`config.mk`:
```
export PLATFORM = sky130hd
export DESIGN_NAME = sb_header_encoder
export DESIGN_NICKNAME = d
export VERILOG_FILES = /design/src/hw/sb_pkg.sv /design/src/hw/sb_field_enc.sv /design/src/hw/sb_header_encoder.sv /design/src/hw/sb_header_pack.sv /design/src/hw/sb_msg_decode.sv /design/src/hw/sb_subcode_seq.sv
export VERILOG_INCLUDE_DIRS = /design/src /design/src/hw
export SDC_FILE = /design/constraint.sdc
export NUM_CORES = 1
export LEC_CHECK = 0
export BUFFER_PORTS_ARGS = -buffer_cell sky130_fd_sc_hd__buf_2
export CELL_PAD_IN_SITES_DETAIL_PLACEMENT = 1
export CELL_PAD_IN_SITES_GLOBAL_PLACEMENT = 2
export CORE_ASPECT_RATIO = 1.75
export CORE_UTILIZATION = 36
export CTS_CLUSTER_DIAMETER = 150
export DETAILED_ROUTE_END_ITERATION = 8
export GPL_TIMING_DRIVEN = 1
export PLACE_DENSITY_LB_ADDON = 0.2
export SETUP_SLACK_MARGIN = 0.15
export SYNTH_ARGS = -nofsm -noshare
export SYNTH_HDL_FRONTEND = slang
export SYNTH_HIERARCHICAL = 1
export SYNTH_SLANG_ARGS = --single-unit
```
`constraint.sdc`:
```
create_clock -name i_clk -period 2.1 [get_ports i_clk]
set_clock_uncertainty 0.05 [all_clocks]
set_input_delay 0.21 -clock i_clk [delete_from_list [all_inputs] [get_ports i_clk]]
set_output_delay 0.21 -clock i_clk [all_outputs]
set_load 0.02 [all_outputs]
```
`src/hw/sb_defines.svh`:
```
`ifndef SB_DEFINES_SVH
`define SB_DEFINES_SVH

// Fixed sideband endpoint IDs
`define SB_SRCID                3'd2
`define SB_DSTID                3'd6

// Field widths
`define SB_MSG_NO_W             4
`define SB_INFO_W               16

// Out-of-reset message number in SBINIT
`define SB_OUT_OF_RESET_MSG_NO  4'd3

// Point/sweep results response
`define SB_RESULTS_MSG_NO       4'd6

// RX sweep done, last message of the sweep
`define SB_SWEEP_DONE_MSG_NO    4'd9

`endif

```
`src/hw/sb_pkg.sv`:
```
`default_nettype none

package sb_pkg;

	`include "sb_defines.svh"

	// ----------------------------------------------------------------------
	// Encodings
	// ----------------------------------------------------------------------

	// Training states, same numbering as the LTSM
	typedef enum logic [3:0] {
		ST_RESET            = 4'd0,
		ST_FINISH_RESET     = 4'd1,
		ST_SBINIT           = 4'd2,
		ST_MBINIT           = 4'd3,
		ST_MBTRAIN          = 4'd4,
		ST_LINKINIT         = 4'd5,
		ST_ACTIVE           = 4'd6,
		ST_TRAINERROR_HS    = 4'd7,
		ST_TRAINERROR       = 4'd8,
		ST_LINKMGMT_RETRAIN = 4'd9,
		ST_PHYRETRAIN       = 4'd10,
		ST_L1_L2            = 4'd11
	} ltsm_state_e;

	// Point/sweep test kinds
	typedef enum logic [1:0] {
		PST_TX_POINT = 2'd0,
		PST_TX_SWEEP = 2'd1,
		PST_RX_POINT = 2'd2,
		PST_RX_SWEEP = 2'd3
	} pst_test_e;

	// RDI message codes and subcodes
	typedef enum logic [1:0] {
		RDI_NOP  = 2'd0,
		RDI_REQ  = 2'd1,
		RDI_RESP = 2'd2
	} rdi_code_e;

	typedef enum logic [3:0] {
		RDI_CRD        = 4'd0,
		RDI_ACTIVE     = 4'd1,
		RDI_PMNAK      = 4'd2,
		RDI_L1         = 4'd3,
		RDI_L2         = 4'd4,
		RDI_LINK_RESET = 4'd5,
		RDI_LINK_ERROR = 4'd6,
		RDI_RETRAIN    = 4'd7,
		RDI_DISABLE    = 4'd8
	} rdi_subcode_e;

	// Sideband opcodes in use
	typedef enum logic [4:0] {
		OP_MSG_NO_DATA   = 5'h12,
		OP_MSG_WITH_DATA = 5'h1B
	} sb_opcode_e;

	// ----------------------------------------------------------------------
	// Bundles
	// ----------------------------------------------------------------------

	typedef struct packed {
		ltsm_state_e             state;
		logic [`SB_MSG_NO_W-1:0] msg_no;
		logic [2:0]              msg_info;
		logic                    data_valid;
		logic                    test_en;
		pst_test_e               test;
	} ltsm_msg_t;

	typedef struct packed {
		rdi_code_e    code;
		rdi_subcode_e subcode;
		logic [1:0]   info;
	} rdi_msg_t;

	// Per-message flags from the decoder
	typedef struct packed {
		logic is_rdi;
		logic is_req;
		logic is_test;
		logic restart;
		logic hold_count;
		logic is_results_resp;
		logic is_out_of_reset;
		logic is_sweep_done;
	} msg_class_t;

	typedef struct packed {
		sb_opcode_e             opcode;
		logic [7:0]             msg_code;
		logic [`SB_INFO_W-1:0]  msg_info;
	} hdr_fields_t;

	// Header word, msb first
	typedef struct packed {
		logic [2:0]            rsvd_61_59;
		logic [2:0]            dstid;
		logic [`SB_INFO_W-1:0] info;
		logic [7:0]            subcode;
		logic [2:0]            srcid;
		logic [6:0]            rsvd_28_22;
		logic [7:0]            msg_code;
		logic [8:0]            rsvd_13_5;
		sb_opcode_e            opcode;
	} sb_header_t;

endpackage : sb_pkg

`default_nettype wire

```
`src/hw/sb_field_enc.sv`:
```
`timescale 1ns/10ps
`default_nettype none

`include "sb_defines.svh"

module sb_field_enc (
	input  wire                     i_clk,
	input  wire                     i_rst_n,
	input  wire                     i_msg_valid,
	input  wire sb_pkg::ltsm_msg_t  i_ltsm,
	input  wire sb_pkg::rdi_msg_t   i_rdi,
	input  wire sb_pkg::msg_class_t i_class,
	output sb_pkg::hdr_fields_t     o_fields,
	output logic                    o_fields_valid
);

	import sb_pkg::*;

	hdr_fields_t fields_nxt;

	// Message code nibbles for LTSM
	logic [3:0] code_hi;
	logic [3:0] code_lo;

	// ----------------------------------------------------------------------
	// LTSM message code
	// ----------------------------------------------------------------------
	always_comb begin
		if (i_class.is_test) begin
			code_hi = 4'h8;
		end else begin
			case (i_ltsm.state)
				ST_SBINIT:        code_hi = 4'h9;
				ST_MBINIT:        code_hi = 4'hA;
				ST_MBTRAIN:       code_hi = 4'hB;
				ST_TRAINERROR_HS: code_hi = 4'hE;
				ST_PHYRETRAIN:    code_hi = 4'hC;
				default:          code_hi = 4'h0;
			endcase
		end
		// Out-of-reset and sweep done share code 1
		if (i_class.is_test ? i_class.is_sweep_done : i_class.is_out_of_reset) begin
			code_lo = 4'h1;
		end else if (i_class.is_req) begin
			code_lo = 4'h5;
		end else begin
			code_lo = 4'hA;
		end
	end

	// ----------------------------------------------------------------------
	// Field selection, LTSM or RDI
	// ----------------------------------------------------------------------
	always_comb begin
		fields_nxt = '0;
		if (i_class.is_rdi) begin
			fields_nxt.opcode   = OP_MSG_NO_DATA;
			fields_nxt.msg_code = {6'h00, i_rdi.code};
			case (i_rdi.code)
				// NOP info 0..3 goes out as 1..4
				RDI_NOP:  fields_nxt.msg_info = {{(`SB_INFO_W-2){1'b0}}, i_rdi.info} + 1'b1;
				RDI_RESP: fields_nxt.msg_info = {`SB_INFO_W{i_rdi.info[0]}};
				default:  fields_nxt.msg_info = '0;
			endcase
		end else begin
			fields_nxt.opcode   = i_ltsm.data_valid ? OP_MSG_WITH_DATA : OP_MSG_NO_DATA;
			fields_nxt.msg_code = {code_hi, code_lo};
			if (i_class.is_results_resp) begin
				// Result bits sit at 5:4
				fields_nxt.msg_info = {{(`SB_INFO_W-6){1'b0}}, i_ltsm.msg_info[1:0], 4'h0};
			end else begin
				fields_nxt.msg_info = {{(`SB_INFO_W-3){1'b0}}, i_ltsm.msg_info};
			end
		end
	end

	// Stage valid
	always_ff @(posedge i_clk or negedge i_rst_n) begin
		if (!i_rst_n) begin
			o_fields_valid <= 1'b0;
		end else begin
			o_fields_valid <= i_msg_valid;
		end
	end

	always_ff @(posedge i_clk) begin
		if (i_msg_valid) begin
			o_fields <= fields_nxt;
		end
	end

endmodule : sb_field_enc

`default_nettype wire

```
`src/hw/sb_header_encoder.sv`:
```
`timescale 1ns/10ps
`default_nettype none

module sb_header_encoder (
	input  wire                    i_clk,
	input  wire                    i_rst_n,
	input  wire                    i_msg_valid,
	input  wire                    i_rdi_msg,
	input  wire sb_pkg::ltsm_msg_t i_ltsm,
	input  wire sb_pkg::rdi_msg_t  i_rdi,
	output sb_pkg::sb_header_t     o_header,
	output logic                   o_header_valid
);

	import sb_pkg::*;

	// Decode to execute
	msg_class_t  msg_class;

	// Execute to result
	logic [7:0]  subcode;
	hdr_fields_t fields;
	logic        fields_valid;

	// ----------------------------------------------------------------------
	// Decode, combinational
	// ----------------------------------------------------------------------
	sb_msg_decode u_decode (
		.i_clk       (i_clk),
		.i_rst_n     (i_rst_n),
		.i_msg_valid (i_msg_valid),
		.i_rdi_msg   (i_rdi_msg),
		.i_ltsm      (i_ltsm),
		.o_class     (msg_class)
	);

	// ----------------------------------------------------------------------
	// Execute, one cycle
	// ----------------------------------------------------------------------
	sb_subcode_seq u_subcode (
		.i_clk       (i_clk),
		.i_rst_n     (i_rst_n),
		.i_msg_valid (i_msg_valid),
		.i_ltsm      (i_ltsm),
		.i_rdi       (i_rdi),
		.i_class     (msg_class),
		.o_subcode   (subcode)
	);

	sb_field_enc u_fields (
		.i_clk          (i_clk),
		.i_rst_n        (i_rst_n),
		.i_msg_valid    (i_msg_valid),
		.i_ltsm         (i_ltsm),
		.i_rdi          (i_rdi),
		.i_class        (msg_class),
		.o_fields       (fields),
		.o_fields_valid (fields_valid)
	);

	// Result, one more cycle
	sb_header_pack u_pack (
		.i_clk          (i_clk),
		.i_rst_n        (i_rst_n),
		.i_fields       (fields),
		.i_fields_valid (fields_valid),
		.i_subcode      (subcode),
		.o_header       (o_header),
		.o_header_valid (o_header_valid)
	);

endmodule : sb_header_encoder

`default_nettype wire

```
`src/hw/sb_header_pack.sv`:
```
`timescale 1ns/10ps
`default_nettype none

`include "sb_defines.svh"

module sb_header_pack (
	input  wire                      i_clk,
	input  wire                      i_rst_n,
	input  wire sb_pkg::hdr_fields_t i_fields,
	input  wire                      i_fields_valid,
	input  wire [7:0]                i_subcode,
	output sb_pkg::sb_header_t       o_header,
	output logic                     o_header_valid
);

	import sb_pkg::*;

	sb_header_t hdr_nxt;

	// Header layout, reserved bits zero
	always_comb begin
		hdr_nxt            = '0;
		hdr_nxt.dstid      = `SB_DSTID;
		hdr_nxt.info       = i_fields.msg_info;
		hdr_nxt.subcode    = i_subcode;
		hdr_nxt.srcid      = `SB_SRCID;
		hdr_nxt.msg_code   = i_fields.msg_code;
		hdr_nxt.opcode     = i_fields.opcode;
	end

	// ----------------------------------------------------------------------
	// Output stage
	// ----------------------------------------------------------------------
	// Header holds between messages
	always_ff @(posedge i_clk or negedge i_rst_n) begin
		if (!i_rst_n) begin
			o_header       <= '0;
			o_header_valid <= 1'b0;
		end else begin
			o_header_valid <= i_fields_valid;
			if (i_fields_valid) begin
				o_header <= hdr_nxt;
			end
		end
	end

endmodule : sb_header_pack

`default_nettype wire

```
`src/hw/sb_msg_decode.sv`:
```
`timescale 1ns/10ps
`default_nettype none

`include "sb_defines.svh"

module sb_msg_decode (
	input  wire                i_clk,
	input  wire                i_rst_n,
	input  wire                i_msg_valid,
	input  wire                i_rdi_msg,
	input  wire sb_pkg::ltsm_msg_t i_ltsm,
	output sb_pkg::msg_class_t o_class
);

	import sb_pkg::*;

	// State of the last LTSM message taken
	ltsm_state_e last_state;

	// Flags for the LTSM path only
	logic ltsm_sel;
	logic oor_msg;
	logic state_chg;

	assign ltsm_sel  = !i_rdi_msg;
	assign oor_msg   = (i_ltsm.state == ST_SBINIT) &&
		(i_ltsm.msg_no == `SB_OUT_OF_RESET_MSG_NO);
	assign state_chg = (i_ltsm.state != last_state);

	// ----------------------------------------------------------------------
	// Classification, same cycle as the message
	// ----------------------------------------------------------------------
	always_comb begin
		o_class                 = '0;
		o_class.is_rdi          = i_rdi_msg;
		// Odd message numbers are requests
		o_class.is_req          = ltsm_sel && i_ltsm.msg_no[0];
		o_class.is_test         = ltsm_sel && i_ltsm.test_en;
		o_class.is_out_of_reset = ltsm_sel && oor_msg;
		o_class.restart         = ltsm_sel && (state_chg || oor_msg);
		// Counter frozen in TRAINERROR
		o_class.hold_count      = ltsm_sel && (i_ltsm.state == ST_TRAINERROR);
		// Results response of TX point or RX sweep
		o_class.is_results_resp = ltsm_sel && i_ltsm.test_en &&
			((i_ltsm.test == PST_TX_POINT) || (i_ltsm.test == PST_RX_SWEEP)) &&
			(i_ltsm.msg_no == `SB_RESULTS_MSG_NO);
		o_class.is_sweep_done   = ltsm_sel && i_ltsm.test_en &&
			(i_ltsm.msg_no == `SB_SWEEP_DONE_MSG_NO);
	end

	// ----------------------------------------------------------------------
	// Last-state tracking
	// ----------------------------------------------------------------------
	// RDI traffic leaves this alone
	always_ff @(posedge i_clk or negedge i_rst_n) begin
		if (!i_rst_n) begin
			last_state <= ST_RESET;
		end else if (i_msg_valid && ltsm_sel) begin
			last_state <= i_ltsm.state;
		end
	end

endmodule : sb_msg_decode

`default_nettype wire

```
`src/hw/sb_subcode_seq.sv`:
```
`timescale 1ns/10ps
`default_nettype none

`include "sb_defines.svh"

module sb_subcode_seq (
	input  wire                    i_clk,
	input  wire                    i_rst_n,
	input  wire                    i_msg_valid,
	input  wire sb_pkg::ltsm_msg_t i_ltsm,
	input  wire sb_pkg::rdi_msg_t  i_rdi,
	input  wire sb_pkg::msg_class_t i_class,
	output logic [7:0]             o_subcode
);

	import sb_pkg::*;

	// Running subcode counter
	logic [7:0] cnt;
	logic [7:0] cnt_nxt;

	// Fixed subcode for point/sweep tests
	logic [7:0] pst_sub;

	// ----------------------------------------------------------------------
	// Point/sweep table, one entry per message pair
	// ----------------------------------------------------------------------
	always_comb begin
		pst_sub = 8'h00;
		case (i_ltsm.msg_no)
			4'd1, 4'd2: begin
				case (i_ltsm.test)
					PST_TX_POINT: pst_sub = 8'h01;
					PST_TX_SWEEP: pst_sub = 8'h05;
					PST_RX_POINT: pst_sub = 8'h07;
					PST_RX_SWEEP: pst_sub = 8'h0A;
					default:      pst_sub = 8'h00;
				endcase
			end
			// Common entry for every kind
			4'd3, 4'd4: pst_sub = 8'h02;
			4'd5, 4'd6: begin
				case (i_ltsm.test)
					PST_TX_POINT: pst_sub = 8'h03;
					PST_TX_SWEEP: pst_sub = 8'h06;
					PST_RX_POINT: pst_sub = 8'h08;
					PST_RX_SWEEP: pst_sub = 8'h0B;
					default:      pst_sub = 8'h00;
				endcase
			end
			// TX sweep has no fourth pair
			4'd7, 4'd8: begin
				case (i_ltsm.test)
					PST_TX_POINT: pst_sub = 8'h04;
					PST_RX_POINT: pst_sub = 8'h09;
					PST_RX_SWEEP: pst_sub = 8'h0D;
					default:      pst_sub = 8'h00;
				endcase
			end
			`SB_SWEEP_DONE_MSG_NO: begin
				if (i_ltsm.test == PST_RX_SWEEP) begin
					pst_sub = 8'h0C;
				end
			end
			default: pst_sub = 8'h00;
		endcase
	end

	// ----------------------------------------------------------------------
	// Counter update
	// ----------------------------------------------------------------------
	always_comb begin
		if (i_class.restart) begin
			cnt_nxt = 8'h00;
		end else if (i_class.is_req && !i_class.hold_count) begin
			cnt_nxt = cnt + 8'd1;
		end else begin
			// Responses and TRAINERROR keep the value
			cnt_nxt = cnt;
		end
	end

	// Only plain LTSM messages move the counter
	always_ff @(posedge i_clk or negedge i_rst_n) begin
		if (!i_rst_n) begin
			cnt <= 8'h00;
		end else if (i_msg_valid && !i_class.is_rdi && !i_class.is_test) begin
			cnt <= cnt_nxt;
		end
	end

	// Subcode for this message
	always_ff @(posedge i_clk) begin
		if (i_msg_valid) begin
			if (i_class.is_rdi) begin
				o_subcode <= {4'h0, i_rdi.subcode};
			end else if (i_class.is_test) begin
				o_subcode <= pst_sub;
			end else begin
				o_subcode <= cnt_nxt;
			end
		end
	end

endmodule : sb_subcode_seq

`default_nettype wire

```
==> metrics <==
final wirelength about 8500 µm; post-route ant nets 0; Critical Path RT 2.23 ns; reg2reg path depth 6; Post-DP HPWL 6400 µm; critical path type reg2reg; synthesis warning total 6; Unique masters post-synth 60; flops & latches, synth between 70 and 80; Area growth syn-to-layout 16.8%; antenna fix cells 0; Syn Area/Cell approximately 12 µm²; die footprint 11700 µm²; vias in the first global route 2650; Worst Path Arrival roughly 2.0 ns; Least-Margin Pin Slew approximately 0.66 ns; worst r2r src u_decode/last_state[3]; initial antenna violation count 0; share of Yosys cell area claimed by the top area cell type about a third; grt ovf 0; number of nets in the layout about 430; per-cell routed wire length approximately 16 µm; Tcrit/Tclk final 89.7%; Hold Crit Start i_rdi[4]; CTS sink cnt 75; Core ar. roughly 11000 µm²; GRT Util Overall roughly 15%; max_cap viols 0; P_leak around 0.0021 µW; final worst setup slack ~0.22 ns; element type at the critical path end register; Die Wd around 80 µm; setup TNS 0 ns; Initial Utilization 37.4%; Worst Setup SP u_decode/last_state[3]; hold depth 3; clock root buffer clkbuf_16; ys flop type dfrtp_1; layout cell share with drive strength beyond 1 between 30% and 40%; Peak supply drop 596 µV; unrepaired setup endpoints after global routing yes; number of flops mapped to enable cells by yosys 23; CP Max Fanout 5; Pwr per Cell Area slightly above 900 nW/µm²; total I/O pin count 90; async set or reset register ratio after synthesis around 69%; port buffer count 67; Hold Vio Cnt, Final 0; CP Launch Type register; drt drc 0; dpl ws around 0.083 ns; minimum clock period about 1.9 ns; Final Util between 40% and 50%; First-pass DRT Iterations 4; Clk pin slew, worst setup/hold paths ~0.060 ns; Cell Area, Synth around 4000 µm²; Hold Path Class in2reg; Final Instance Area 4730 µm²; global-route wire length before repair approximately 13000 µm; clk buf depth 2; sequential share of the synthesized area roughly half; relative slew slack approximately 56%; detailed-route via count 2616; Die H between 100 and 150 µm; vias per cell ~4.9; final setup fails 0; Final GP Congestion around 0.73; status finished clean; Mapped Cells between 300 and 400; largest cells by area after synthesis dfrtp_1, edfxtp_1, mux2_4; area leader, netlist dfrtp_1; CTS tree done; largest net degree at the start of global routing 29; worst-skew pair later-pin latency about 0.33 ns; Area after DPL around 4300 µm²; DR iter-0 viols 53; FMAX 0.531 GHz; standard-cell rows 50; H-tree lvl count 3; Max Slew Vio Count 0; CTS buffer count 9
==> per-stage QoR <==
stage               instances  total power (µW)  hold WS, ns
floorplan                 353              2440       -0.136
global placement          512              2660        0.230
detailed placement        512              2690        0.232
CTS                       529              4350        0.121
global route              530              4530        0.131
finish                    530              4300        0.131
==> final cells by class <==
type / instances / area [µm²]
Fill cell: 1192 / 6100
Sequential cell: 75 / 1990
Multi-Input combinational cell: 220 / 1750
Timing Repair Buffer: 83 / 483
Clock buffer: 11 / 243
Tap cell: 130 / 163
Clock inverter: 5 / 76.3
Inverter: 6 / 22.5
==> state kept, by name, indices dropped and copies added (netlist names) <==
name and cells:
u_pack/o_header_valid 1, u_decode/last_state 4, u_subcode/cnt 8, u_subcode/o_subcode 8, u_fields/o_fields 15, u_pack/o_header 38
u_fields/o_fields_valid 1
==> power breakdown <==
group	internal (µW)	leakage, µW	switching, µW	total (µW)
Sequential	1690	0.000836	142	1830
Combinational	368	0.00112	467	835
Clock	1070	0.000160	564	1630
==> kinds of logic after synthesis <==
family | count (synthesis) | synth area share, %
fa+ha+maj | 6 | 1.86
buf+inv | 58 | 10.6
mux | 48 | 15.3
xor+xnor | 15 | 3.25
simple gates | 84 | 12.5
other cells | 3 | 0.278
compound gates | 42 | 6.99
flops | 75 | 49.2
==> worst paths after layout <==
check	endpoint	slack, ns
setup / recovery	u_subcode/o_subcode[4]	0.22
setup reg to reg	u_subcode/o_subcode[4]	0.22
hold / removal	u_subcode/o_subcode[2]	0.13
hold reg to reg	u_pack/o_header[20]	0.43
min in group asynchronous	u_pack/o_header[0]	0.40
max in group asynchronous	u_pack/o_header[37]	0.88
==> synthesized netlist by cell type, drive strengths merged, types with 3 or more instances <==
| master | n |
|---|---|
| o21ai | 14 |
| nor3 | 8 |
| a21o | 3 |
| a21oi | 8 |
| xnor2 | 8 |
| mux2i | 7 |
| conb | 3 |
| ha | 6 |
| xor2 | 7 |
| nor2 | 21 |
| buf | 50 |
| o221ai | 3 |
| and4b | 3 |
| or2 | 3 |
| nand2 | 20 |
| nor2b | 7 |
| inv | 6 |
| nand4b | 4 |
| dfrtp | 52 |
| mux2 | 41 |
| edfxtp | 23 |
| nand2b | 3 |
==> per-layer routing <==
metal,track usage (%),up-vias,part of all wire [%]
met4,7.57,0,2.2
li1,-,1232,-
met5,0,-,0
met3,3.46,11,5.1
met2,28.4,67,55
met1,15.7,1306,38
==> worst max-delay path, cell delays in order (launching register included) <==
cell and delay, ns:
dfrtp_1 0.41, xor2_2 0.17, nor4_4 0.31, a21oi_2 0.10, or3_4 0.42, buf_12 0.15, nor2_1 0.11
==> layout by cell type (no fill, tap or decap), drive strengths merged, types with 4 or more instances in the layout <==
| cell type | synthesis | routed |
|---|---|---|
| a21oi | 8 | 8 |
| mux2 | 41 | 41 |
| nand2 | 20 | 20 |
| dfrtp | 52 | 52 |
| nor2 | 21 | 21 |
| mux2i | 7 | 7 |
| xnor2 | 8 | 8 |
| nand4b | 4 | 4 |
| clkbuf | 2 | 11 |
| conb | 3 | 25 |
| nor2b | 7 | 7 |
| ha | 6 | 6 |
| edfxtp | 23 | 23 |
| buf | 50 | 82 |
| inv | 6 | 7 |
| nor3 | 8 | 8 |
| xor2 | 7 | 7 |
| o21ai | 14 | 14 |
==> repair_timing <==
item / CTS / global route
endpoints found under the setup margin: 3 / 3
pin swaps: 0 / 5
hold buffers: 1 / 0
resized for setup: 1 / 5
hold endpoints to repair: 26 / 0
buffers inserted: 0 / 1
Note: power is estimated with default switching activity, not from simulation.
